===== src/common/framer_pkg.sv =====
package framer_pkg;

    ////////////////////////////////////////////////////////////
    // Lane and header geometry
    ////////////////////////////////////////////////////////////

    parameter int LANE_BITS   = 32;   // One beat on the single AXI-Stream lane
    parameter int HEADER_BITS = 64;   // Header takes two beats on the lane

    // One beat of transmitted data
    typedef logic [LANE_BITS-1:0] lane_word_t;

    typedef logic [7:0] seq_num_t;    // Packet sequence number, wraps after 255
    typedef logic [7:0] fpga_id_t;    // Source or target FPGA id

    // Payload length in 32-bit words
    // The valid-byte field always has its two low bits at zero, so they are dropped
    typedef logic [13:0] word_count_t;

    ////////////////////////////////////////////////////////////
    // Header field offsets, counted down from the packet MSB
    ////////////////////////////////////////////////////////////

    // Bus id byte, swapped for the sequence number on the link
    parameter int BUS_ID_OFS = 0;

    // Source FPGA id byte, compared against the link partner for broadcast loops
    parameter int SRC_ID_OFS = 8;

    // Valid-byte field is 16 bits wide here, only its upper 14 bits are taken
    parameter int COUNT_OFS  = 48;

endpackage


===== src/common/framer_ctrl_if.sv =====
interface framer_ctrl_if;

    ////////////////////////////////////////////////////////////
    // Strobes from the sequencer
    ////////////////////////////////////////////////////////////

    logic load;          // Capture the head packet from the FIFO
    logic shift_en;      // Move the packet up one lane when the link is ready
    logic count_en;      // Step the word counter
    logic clear;         // Wipe the packet register, count and counter
    logic seq_advance;   // Bump the sequence number once per sent packet
    logic insert_seq;    // First beat carries the sequence number

    ////////////////////////////////////////////////////////////
    // Status back from the datapath
    ////////////////////////////////////////////////////////////

    logic drop_packet;   // Packet came from the partner, or it carries no payload
    logic single_word;   // Payload is exactly one word
    logic count_done;    // Word counter has reached the payload count

    // Sequencer side
    modport seq (
        output load, shift_en, count_en, clear, seq_advance, insert_seq,
        input  drop_packet, single_word, count_done
    );

    // Datapath side
    modport dp (
        input  load, shift_en, count_en, clear, seq_advance, insert_seq,
        output drop_packet, single_word, count_done
    );

endinterface


===== src/framer/packet_datapath.sv =====
module packet_datapath #(
    parameter int                   PACKET_SIZE_BITS = 256,
    parameter framer_pkg::fpga_id_t TARGET_FPGA_ID   = 8'h01
) (
    input  logic                        user_clk,
    input  logic                        reset_TX_RX_Block,
    input  logic                        s_axi_tx_tready,
    input  logic [PACKET_SIZE_BITS-1:0] dout,        // Head packet of the FIFO
    framer_ctrl_if.dp                   ctrl,
    output framer_pkg::lane_word_t      stage_word   // Top lane of the packet register
);

    import framer_pkg::*;

    localparam int TOP = PACKET_SIZE_BITS - 1;

    // Header beats plus the most payload words a packet can hold
    localparam word_count_t WORD_CAPACITY =
        word_count_t'((PACKET_SIZE_BITS - HEADER_BITS) / LANE_BITS + 2);

    logic [PACKET_SIZE_BITS-1:0] pkt_q;   // Packet, shifted up one lane per beat
    logic                        load_q;  // Load one cycle ago
    logic                        insert_q;
    word_count_t                 count_q;     // Payload words of the current packet
    word_count_t                 word_cnt_q;  // Words stepped through so far
    seq_num_t                    seq_q;

    fpga_id_t    hdr_src_id;
    word_count_t hdr_count;
    lane_word_t  top_word;

    // Header fields read straight from the packet register
    assign hdr_src_id = pkt_q[TOP-SRC_ID_OFS -: $bits(fpga_id_t)];
    assign hdr_count  = pkt_q[TOP-COUNT_OFS -: $bits(word_count_t)];
    assign top_word   = pkt_q[TOP -: LANE_BITS];

    ////////////////////////////////////////////////////////////
    // Packet shift register
    ////////////////////////////////////////////////////////////

    always_ff @(posedge user_clk) begin
        if (reset_TX_RX_Block || ctrl.clear) begin
            pkt_q <= '0;
        end else if (ctrl.load) begin
            pkt_q <= dout;
        end else if (ctrl.shift_en && s_axi_tx_tready) begin
            // Next lane moves to the top, zeros fill from below
            pkt_q <= {pkt_q[TOP-LANE_BITS:0], {LANE_BITS{1'b0}}};
        end
    end

    ////////////////////////////////////////////////////////////
    // Count capture and word counter
    ////////////////////////////////////////////////////////////

    always_ff @(posedge user_clk) begin
        if (reset_TX_RX_Block || ctrl.clear) begin
            count_q    <= '0;
            word_cnt_q <= '0;
        end else begin
            if (load_q) count_q <= hdr_count;   // Header settled in the register by now
            if (ctrl.count_en) word_cnt_q <= word_cnt_q + 1'b1;
        end
    end

    // Delayed strobes and the sequence number survive the per-packet clear
    always_ff @(posedge user_clk) begin
        if (reset_TX_RX_Block) begin
            load_q   <= 1'b0;
            insert_q <= 1'b0;
            seq_q    <= '0;
        end else begin
            load_q   <= ctrl.load;
            insert_q <= ctrl.insert_seq;
            if (ctrl.seq_advance) seq_q <= seq_q + 1'b1;   // Wraps from 255 to 0
        end
    end

    ////////////////////////////////////////////////////////////
    // Bus id swap and status flags
    ////////////////////////////////////////////////////////////

    always_comb begin
        stage_word = top_word;
        // Receiver checks this byte for gaps in the packet stream
        if (insert_q) stage_word[LANE_BITS-1-BUS_ID_OFS -: $bits(seq_num_t)] = seq_q;
    end

    // Broadcast packets from the partner go no further, nor do empty ones
    assign ctrl.drop_packet = (hdr_src_id == TARGET_FPGA_ID) || (hdr_count == '0);
    assign ctrl.single_word = (count_q == word_count_t'(1));
    assign ctrl.count_done  = (word_cnt_q == count_q);

    a_cnt_capacity : assert property (@(posedge user_clk) disable iff (reset_TX_RX_Block)
        word_cnt_q <= WORD_CAPACITY)
        else $error("word counter past packet capacity");

endmodule


===== src/framer/tx_sequencer.sv =====
module tx_sequencer (
    input  logic              user_clk,
    input  logic              reset_TX_RX_Block,
    input  logic              empty,            // FIFO has no packet
    input  logic              s_axi_tx_tready,  // Link core accepts a beat
    framer_ctrl_if.seq        ctrl,
    output logic              rd_en,            // One-cycle pop of the head packet
    output logic              stage_valid,      // Beat handed to the pipeline is real
    output logic              stage_last        // Beat handed to the pipeline ends the packet
);

    typedef enum logic [2:0] {
        st_idle,          // Wait for a packet in the FIFO
        st_read,          // Capture dout into the packet register
        st_check,         // Decide whether the packet goes out at all
        st_drop_wait,     // Lets the FIFO pop settle before the next look at empty
        st_send_header0,
        st_send_header1,
        st_send_payload,
        st_send_last
    } state_t;

    state_t state_q;
    state_t state_d;

    logic empty_q;   // Registered copy of the FIFO empty flag
    logic rd_en_d;   // Pop request, goes out one cycle later

    ////////////////////////////////////////////////////////////
    // Registered FIFO flags and state
    ////////////////////////////////////////////////////////////

    always_ff @(posedge user_clk) begin
        if (reset_TX_RX_Block) begin
            empty_q <= 1'b1;   // Looks empty until the first real sample
            rd_en   <= 1'b0;
            state_q <= st_idle;
        end else begin
            empty_q <= empty;
            rd_en   <= rd_en_d;   // Lands one cycle after the load
            state_q <= state_d;
        end
    end

    ////////////////////////////////////////////////////////////
    // Next state and strobes
    ////////////////////////////////////////////////////////////

    always_comb begin
        // Quiet defaults, each state raises only what it needs
        state_d          = state_q;
        rd_en_d          = 1'b0;
        stage_valid      = 1'b0;
        stage_last       = 1'b0;
        ctrl.load        = 1'b0;
        ctrl.shift_en    = 1'b0;
        ctrl.count_en    = 1'b0;
        ctrl.clear       = 1'b0;
        ctrl.seq_advance = 1'b0;
        ctrl.insert_seq  = 1'b0;

        case (state_q)
            st_idle: begin
                ctrl.clear = 1'b1;   // Start every packet from a clean register
                if (!empty_q) state_d = st_read;
            end
            st_read: begin
                ctrl.load       = 1'b1;
                rd_en_d         = 1'b1;
                ctrl.insert_seq = 1'b1;   // Armed early so the first beat is ready
                state_d         = st_check;
            end
            st_check: begin
                ctrl.insert_seq = 1'b1;
                // Header is in the packet register now
                state_d = ctrl.drop_packet ? st_drop_wait : st_send_header0;
            end
            st_drop_wait: begin
                ctrl.clear = 1'b1;
                state_d    = st_idle;
            end
            st_send_header0: begin
                stage_valid     = 1'b1;
                ctrl.shift_en   = 1'b1;
                // Keep the sequence byte in place until this beat is taken
                ctrl.insert_seq = !s_axi_tx_tready;
                if (s_axi_tx_tready) state_d = st_send_header1;
            end
            st_send_header1: begin
                stage_valid   = 1'b1;
                ctrl.shift_en = 1'b1;
                ctrl.count_en = s_axi_tx_tready;   // Counter runs one ahead of the payload
                if (s_axi_tx_tready) begin
                    state_d = ctrl.single_word ? st_send_last : st_send_payload;
                end
            end
            st_send_payload: begin
                // All but the final payload word leave from here
                stage_valid   = !ctrl.count_done;
                ctrl.shift_en = !ctrl.count_done;
                ctrl.count_en = s_axi_tx_tready && !ctrl.count_done;
                // Counter only moves on ready, so no ready check is needed here
                if (ctrl.count_done) state_d = st_send_last;
            end
            st_send_last: begin
                stage_valid      = 1'b1;
                stage_last       = 1'b1;
                ctrl.seq_advance = s_axi_tx_tready;   // Next packet gets the next number
                if (s_axi_tx_tready) state_d = st_idle;
            end
            default: begin
                state_d = st_idle;
            end
        endcase
    end

    ////////////////////////////////////////////////////////////
    // Checks
    ////////////////////////////////////////////////////////////

    // Each packet is popped exactly once
    a_rd_en_single : assert property (@(posedge user_clk) disable iff (reset_TX_RX_Block)
        rd_en |=> !rd_en)
        else $error("rd_en high for two cycles in a row");

    a_last_valid : assert property (@(posedge user_clk) disable iff (reset_TX_RX_Block)
        stage_last |-> stage_valid)
        else $error("stage_last without stage_valid");

endmodule


===== src/aurora_tx_framer.sv =====
module aurora_tx_framer #(
    parameter int                   PACKET_SIZE_BITS = 256,   // 256, 512 or 1024
    parameter framer_pkg::fpga_id_t TARGET_FPGA_ID   = 8'h01  // FPGA on the far end
) (
    input  logic                        user_clk,
    input  logic                        reset_TX_RX_Block,

    // Show-ahead packet FIFO
    input  logic                        empty,
    output logic                        rd_en,
    input  logic [PACKET_SIZE_BITS-1:0] dout,

    // AXI-Stream lane into the link core
    output framer_pkg::lane_word_t      s_axi_tx_tdata,
    output logic                        s_axi_tx_tvalid,
    output logic                        s_axi_tx_tlast,
    input  logic                        s_axi_tx_tready
);

    import framer_pkg::*;

    lane_word_t stage_word;   // Beat leaving the datapath, before the pipeline
    logic       stage_valid;  // Beat qualifier from the sequencer
    logic       stage_last;   // Marks the final beat of a packet

    // Strobes and flags between the FSM and the datapath
    framer_ctrl_if ctrl ();

    ////////////////////////////////////////////////////////////
    // Control
    ////////////////////////////////////////////////////////////

    tx_sequencer u_sequencer (
        .user_clk          (user_clk),
        .reset_TX_RX_Block (reset_TX_RX_Block),
        .empty             (empty),
        .s_axi_tx_tready   (s_axi_tx_tready),
        .ctrl              (ctrl.seq),
        .rd_en             (rd_en),
        .stage_valid       (stage_valid),
        .stage_last        (stage_last)
    );

    ////////////////////////////////////////////////////////////
    // Packet storage and header rewrite
    ////////////////////////////////////////////////////////////

    packet_datapath #(
        .PACKET_SIZE_BITS (PACKET_SIZE_BITS),
        .TARGET_FPGA_ID   (TARGET_FPGA_ID)
    ) u_datapath (
        .user_clk          (user_clk),
        .reset_TX_RX_Block (reset_TX_RX_Block),
        .s_axi_tx_tready   (s_axi_tx_tready),
        .dout              (dout),
        .ctrl              (ctrl.dp),
        .stage_word        (stage_word)
    );

    // Three ready-gated register stages in front of the link core
    tx_output_pipeline u_pipeline (
        .user_clk          (user_clk),
        .reset_TX_RX_Block (reset_TX_RX_Block),
        .s_axi_tx_tready   (s_axi_tx_tready),
        .stage_word        (stage_word),
        .stage_valid       (stage_valid),
        .stage_last        (stage_last),
        .s_axi_tx_tdata    (s_axi_tx_tdata),
        .s_axi_tx_tvalid   (s_axi_tx_tvalid),
        .s_axi_tx_tlast    (s_axi_tx_tlast)
    );

endmodule


===== src/tx_output_pipeline.sv =====
module tx_output_pipeline (
    input  logic                   user_clk,
    input  logic                   reset_TX_RX_Block,
    input  logic                   s_axi_tx_tready,
    input  framer_pkg::lane_word_t stage_word,
    input  logic                   stage_valid,
    input  logic                   stage_last,
    output framer_pkg::lane_word_t s_axi_tx_tdata,
    output logic                   s_axi_tx_tvalid,
    output logic                   s_axi_tx_tlast
);

    import framer_pkg::*;

    localparam int NUM_STAGES = 3;

    lane_word_t                word_q [NUM_STAGES];
    logic [NUM_STAGES-1:0]     valid_q;
    logic [NUM_STAGES-1:0]     last_q;

    ////////////////////////////////////////////////////////////
    // Ready-gated stages
    ////////////////////////////////////////////////////////////

    // The link core may drop tready on any cycle
    // Every stage freezes together, so nothing in flight is lost
    always_ff @(posedge user_clk) begin
        if (reset_TX_RX_Block) begin
            for (int i = 0; i < NUM_STAGES; i++) begin
                word_q[i] <= '0;
            end
            valid_q <= '0;
            last_q  <= '0;
        end else if (s_axi_tx_tready) begin
            word_q[0] <= stage_word;
            for (int i = 1; i < NUM_STAGES; i++) begin
                word_q[i] <= word_q[i-1];
            end
            valid_q <= {valid_q[NUM_STAGES-2:0], stage_valid};
            last_q  <= {last_q[NUM_STAGES-2:0], stage_last};
        end
    end

    assign s_axi_tx_tdata  = word_q[NUM_STAGES-1];
    assign s_axi_tx_tvalid = valid_q[NUM_STAGES-1];
    assign s_axi_tx_tlast  = last_q[NUM_STAGES-1];

    // A beat offered to the link stays put until it is taken
    a_hold_on_stall : assert property (@(posedge user_clk) disable iff (reset_TX_RX_Block)
        !s_axi_tx_tready |=> $stable(s_axi_tx_tdata) && $stable(s_axi_tx_tvalid)
                             && $stable(s_axi_tx_tlast))
        else $error("link outputs moved while tready was low");

endmodule

===== config.mk =====
export PLATFORM = sky130hd
export DESIGN_NAME = aurora_tx_framer
export DESIGN_NICKNAME = d
export VERILOG_FILES = /design/src/common/framer_pkg.sv /design/src/common/framer_ctrl_if.sv /design/src/framer/packet_datapath.sv /design/src/framer/tx_sequencer.sv /design/src/aurora_tx_framer.sv /design/src/tx_output_pipeline.sv
export SDC_FILE = /design/constraint.sdc
export NUM_CORES = 1
export LEC_CHECK = 0
export ABC_AREA = 1
export BUFFER_PORTS_ARGS = -buffer_cell sky130_fd_sc_hd__buf_2
export CORE_MARGIN = 4
export CORE_UTILIZATION = 50
export DETAILED_ROUTE_END_ITERATION = 12
export GPL_ROUTABILITY_DRIVEN = 0
export PLACE_DENSITY_LB_ADDON = 0.15
export SLEW_MARGIN = 20
export SYNTH_ARGS = -nofsm -noshare
export SYNTH_HDL_FRONTEND = slang
export SYNTH_HIERARCHICAL = 1
export SYNTH_SLANG_ARGS = --single-unit
export TNS_END_PERCENT = 50

===== constraint.sdc =====
create_clock -name user_clk -period 6 [get_ports user_clk]
set_clock_uncertainty 0.15 [all_clocks]
set_input_delay 0.6 -clock user_clk [delete_from_list [all_inputs] [get_ports user_clk]]
set_output_delay 0.6 -clock user_clk [all_outputs]
set_load 0.01 [all_outputs]

==> results of run 1 <==
==> kinds of logic (layout without fill, tap and decap cells) <==
logic type,after synthesis,in the layout,share of synthesized area [%]
AOI/OAI and AO/OA,317,317,10.7
xor gates and xnor gates,10,10,0.501
adders and majority gates,2,2,0.143
buffers and inverters,351,525,11.0
DFF,401,401,51.4
muxes,3,3,0.193
other,0,3,0
and+or+nand+nor,1027,1027,26.0
==> state kept, by name, summed over array words and instances, names as in the netlist, 3 cells and up <==
name,flops
u_datapath/pkt_q,256
u_pipeline/word_q,96
u_datapath/count_q,14
u_datapath/word_cnt_q,14
u_datapath/seq_q,8
u_pipeline/last_q,3
u_pipeline/valid_q,3
u_sequencer/state_q,3
==> cells in the final DEF (no fill, tap or decap), drive strengths merged <==
cell type	netlist	routed
or2	2	2
nand3b	1	1
nand3	238	238
nor4b	1	1
nand4	7	7
xnor2	4	4
nand2	606	606
nor3	12	12
diode	0	3
a31oi	226	226
bufinv	0	3
a21oi	69	69
mux2	3	3
dfxtp	305	305
buf	171	304
ha	2	2
nor4	4	4
o21ai	22	22
clkinv	1	6
nor2	156	156
clkbuf	37	68
edfxtp	96	96
xor2	6	6
inv	142	144
==> routing by layer <==
layer / track usage (%) / up-vias / routed length (um)
li1: - / 7278 / -
met1: 31.0 / 6724 / 19700
met2: 36.0 / 469 / 20700
met3: 4.38 / 82 / 3120
met4: 6.31 / 16 / 1110
met5: 0 / - / 83
==> per-stage QoR <==
stage               cells  area, um^2
finish               2743       19800
global route         2743       19800
CTS                  2739       19700
detailed placement   2661       18300
global placement     2661       18300
floorplan            2111       17500
==> cell type report <==
| type | instances | area, um^2 |
|---|---|---|
| sequential | 401 | 8990 |
| clock buffer | 68 | 1310 |
| tap | 455 | 569 |
| antenna | 3 | 7.51 |
| fill | 3238 | 14800 |
| inverter | 143 | 569 |
| timing repair buffer | 304 | 1580 |
| multi-input combinational | 1359 | 6580 |
| clock inverter | 10 | 144 |
==> critical path, cell delays in order, from the launching register on <==
cell	delay [ns]
dfxtp_1	0.46
inv_1	0.08
nand2_1	0.07
nand4_1	0.08
nor2_1	0.10
nand2_1	0.06
nor2_1	0.14
nor2_1	0.08
nand2_2	0.11
a21oi_1	0.07
nand2_1	0.19
nand2_4	0.18
inv_8	0.62
buf_4	0.61
nand2_1	0.13
a31oi_1	0.16
==> power groups by stage <==
stage               Sequential (mW)  Clock [mW]  Combinational, mW
finish                         3.24        2.68               2.16
global route                   3.27        2.85               2.38
CTS                            3.23        2.74               2.15
detailed placement             3.29           0               2.15
global placement               3.28           0               2.11
floorplan                      3.22           0               1.93
==> path summary, 6_finish.rpt <==
check,start,endpoint,slack (ns)
max,u_datapath/word_cnt_q[5],u_datapath/pkt_q[151],2.54
min reg2reg,u_pipeline/valid_q[1],u_pipeline/valid_q[1],0.30
max reg2reg,u_datapath/word_cnt_q[5],u_datapath/pkt_q[151],2.54
min,empty,u_sequencer/empty_q,0.12
==> metrics.txt, run 1 <==
largest area contributor in the netlist dfxtp_1; DRT Pass-1 Iters 6; drt total wl 44.7 mm; register area share after synthesis between 50% and 60%; PD cells a little over 400 nW/um^2; largest net degree at the start of global routing around 200; fin util 57.2%; Area contributors post-synth dfxtp_1, edfxtp_1, nand2_1; Post-CTS Resized 0; Logic pwr share between 20% and 30%; RSZ-0062 raised after global routing no; setup TNS 0 ns; fraction of layout cells with a size suffix above 1 about a fifth; Layout Nets roughly 2500; IO Count around 300; CP required about 6.3 ns; peak supply drop 0.000323 V; Cell variety after synth 34; # clock sinks 401; Die Footprint between 30000 and 40000 um^2; most common cell in the netlist nand2_1; total power 8.08 mW; endpoint class of the critical path flip-flop; sequential share of power 40.0%; DP Wirelength ~30 mm; Starting DRT DRC Count 1078; hold_ws around 0.12 ns; Clock H-tree levels 2; PortBufs 294; fmax 0.289 GHz; Worst-Margin Slew about 1.2 ns; Rel. slew slack 23.1%; Internal around 5.2 mW; hold crit path type in -> reg; initial antenna violation count 12; post-synthesis cell count between 2000 and 2500; DRC 0; Fin. Hold Viols 0; clock share of power 33.2%; CTS Buffer Depth 3; wire length of the first global-routing pass 71.1 mm; crit path max fanout approximately 140; Syn Area/Cell between 8 and 9 um^2; Synth Register Bits around 400; Slew Limit Fails 0; Most used DFF post-synth dfxtp_1; max-cap violation count 0; ratio of final minimum period to clock period between 50% and 60%; type of origin of the critical path flip-flop; total track usage 22.3%; drt wl/cell 16.3 um; hold depth 2; grt total ovfl 0; Initial Util between 50% and 60%; CTS buffer count 43; switching power slightly below 3 mW; Worst R2R Path Depth 15; crit path DAT around 3.8 ns; Row Count 68; minimum clock period 3.46 ns; clock latency on the worst-skew pair 0.54 ns; CTS tree built; antenna-violating nets left 0; vias per cell between 5 and 6; Async SR Flop Fraction 0%; Die X approximately 200 um; DR vias 14569; Synth Cell Area roughly 17000 um^2; post-CTS setup buffers 0; Hold Buf Count CTS 0; CTS clock-pin slew for the worst setup and hold paths roughly 0.060 ns; type of the worst setup path reg -> reg; LEAKAGE between 7 and 8 nW; Core Area roughly 35000 um^2; Synth Warn # 6; final setup margin about 2.5 ns; synthesized net count roughly 2400; vias in the first global route roughly 14000; EDFF count, synth 96; die outline height around 200 um; Switching Share a little over a third; Synth top area share 34.9%; Setup WS pre-CTS 2.61 ns; Root Buffer Master clkbuf_16; final setup fails 0; top post-synthesis cells by count nand2_1, dfxtp_1, nand3_1, a31oi_1, inv_1; outcome finished clean; area grow syn2layout 13.0%
Power figures use the tool's default switching activity.
==> run 2, diff against run 1 <==
Clock period 6 ns to 3.3 ns, I/O delays scaled along.
==> run 2 against run 1 <==
First-iteration DRC count grew 44%. Clock-buffer cell count is the same. Critical path type unchanged. Via count grew 9.1%. Non-clock buffer count grew 267.
==> metrics.txt, run 2 (synthesized netlist as in run 1, its figures left out) <==
final setup fails 0; area grow syn2layout 28.7%; setup TNS 0 ns; Largest register FFs ~260; Core Area between 30000 and 40000 um^2; Root Buffer Master clkbuf_16; crit path max fanout between 60 and 70; total track usage between 20% and 30%; endpoint class of the critical path flip-flop; IO Count 295; biggest regs u_datapath/pkt_q (256), u_pipeline/word_q (96); largest net degree at the start of global routing around 130; Layout Nets roughly 2800; Final Cell Area 22500 um^2; wire length of the first global-routing pass roughly 80 mm; type of origin of the critical path flip-flop; outcome finished clean; Slew Limit Fails 0; grt total ovfl 0; hold crit path type in -> reg; Post-CTS Resized 0; Die Footprint approximately 38000 um^2; Row Count 68; Rel. slew slack between 50% and 60%; Starting DRT DRC Count around 1600; DP Wirelength 30.8 mm; clock latency on the worst-skew pair 0.54 ns; DR vias 15889; LEAKAGE around 8 nW; type of the worst setup path reg -> reg; fmax between 0.3 and 0.4 GHz; vias per cell 5.28; PortBufs 294; Clock H-tree levels 2; DRC 0; commonest cells after routing, fill and taps aside nand2_1, dfxtp_1, buf_2; vias in the first global route 15462; die outline height 195 um; crit path DAT 3.12 ns; commonest non-fill, non-tap cell in the layout nand2_1; minimum clock period between 2 and 3 ns; initial antenna violation count 3; FILL cells 2906; fin util between 60% and 70%; CTS clock-pin slew for the worst setup and hold paths roughly 0.06 ns; CTS buffer count 43; CP required between 3 and 4 ns; # clock sinks approximately 400; total power 15.1 mW; PD cells 670 nW/um^2; ratio of final minimum period to clock period between 80% and 90%; drt total wl ~50 mm; RSZ-0062 raised after global routing no; post-CTS setup buffers 0; fraction of layout cells with a size suffix above 1 17.6%; DRT Pass-1 Iters 6; drt wl/cell 16.6 um; max-cap violation count 0; Fin. Hold Viols 0; Die X ~200 um; Area after DPL around 19000 um^2; Top reg by flops u_datapath/pkt_q; peak supply drop 0.000898 V; CTS Buffer Depth 3; CTS tree built; Worst-Margin Slew just under 0.7 ns; Initial Util about half; antenna-violating nets left 0
run 2: per-layer routing:
layer / GRT usage [%] / vias to the layer above / wire length (um)
met3: 3.85 / 140 / 3190
met5: 0 / - / 0
li1: - / 7810 / -
met1: 33.2 / 7282 / 21100
met2: 41.9 / 657 / 23600
met4: 10.3 / 0 / 2100
run 2: per-stage QoR:
stage	std cells	hold WS, ns	setup slack (ns)
after global placement	2675	0.281	0.681
after floorplan	2111	0.251	0.287
after detailed placement	2675	0.286	0.592
final	3012	0.00798	0.485
after global routing	3011	0.00266	0.297
after CTS	3008	0.000272	0.576
run 2: repair_timing:
item | 4_1_cts | 5_1_grt
hold buffers | 254 | 0
setup endpoints to repair | 0 | 0
hold endpoints to repair | 254 | 0
run 2: final cells by class:
class,instances,area [um^2],area share (%)
flip-flops and latches,401,8990,40.0
multi-input cells,1359,6580,29.3
repair buffers,571,4360,19.4
clock buffers,68,1320,5.88
inverters,143,569,2.53
well taps,455,569,2.53
clock inverters,11,93.8,0.417
diodes,4,10.0,0.0445
run 2: worst max-delay path, stage by stage, from the launching register on:
cell and delay (ns):
dfxtp_1 0.44, inv_1 0.09, nand2_1 0.07, nand4_1 0.10
nor2_1 0.10, nand2_1 0.05, nor2_1 0.15, nor2_1 0.08
nand2_2 0.10, a21oi_1 0.07, nand2_1 0.20, nand2_4 0.19
inv_8 0.27, buf_12 0.31, nand2_1 0.11, a21oi_1 0.19
run 2: path summary, 6_finish.rpt:
path / startpoint / to / slack [ns] / cells after the start
setup / recovery: u_datapath/word_cnt_q[3] / u_datapath/pkt_q[19] / 0.49 / 15
setup reg to reg: u_datapath/word_cnt_q[3] / u_datapath/pkt_q[19] / 0.49 / 15
hold reg to reg: u_pipeline/valid_q[0] / u_pipeline/valid_q[0] / 0.30 / 2
hold / removal: dout[170] / u_datapath/pkt_q[170] / 0.008 / 3
run 2: where the power goes:
part	internal [mW]	switching (mW)	total, mW
combinational	1.29	3.14	4.42
clock	2.83	1.92	4.76
sequential	5.55	0.338	5.89
total	9.67	5.40	15.1
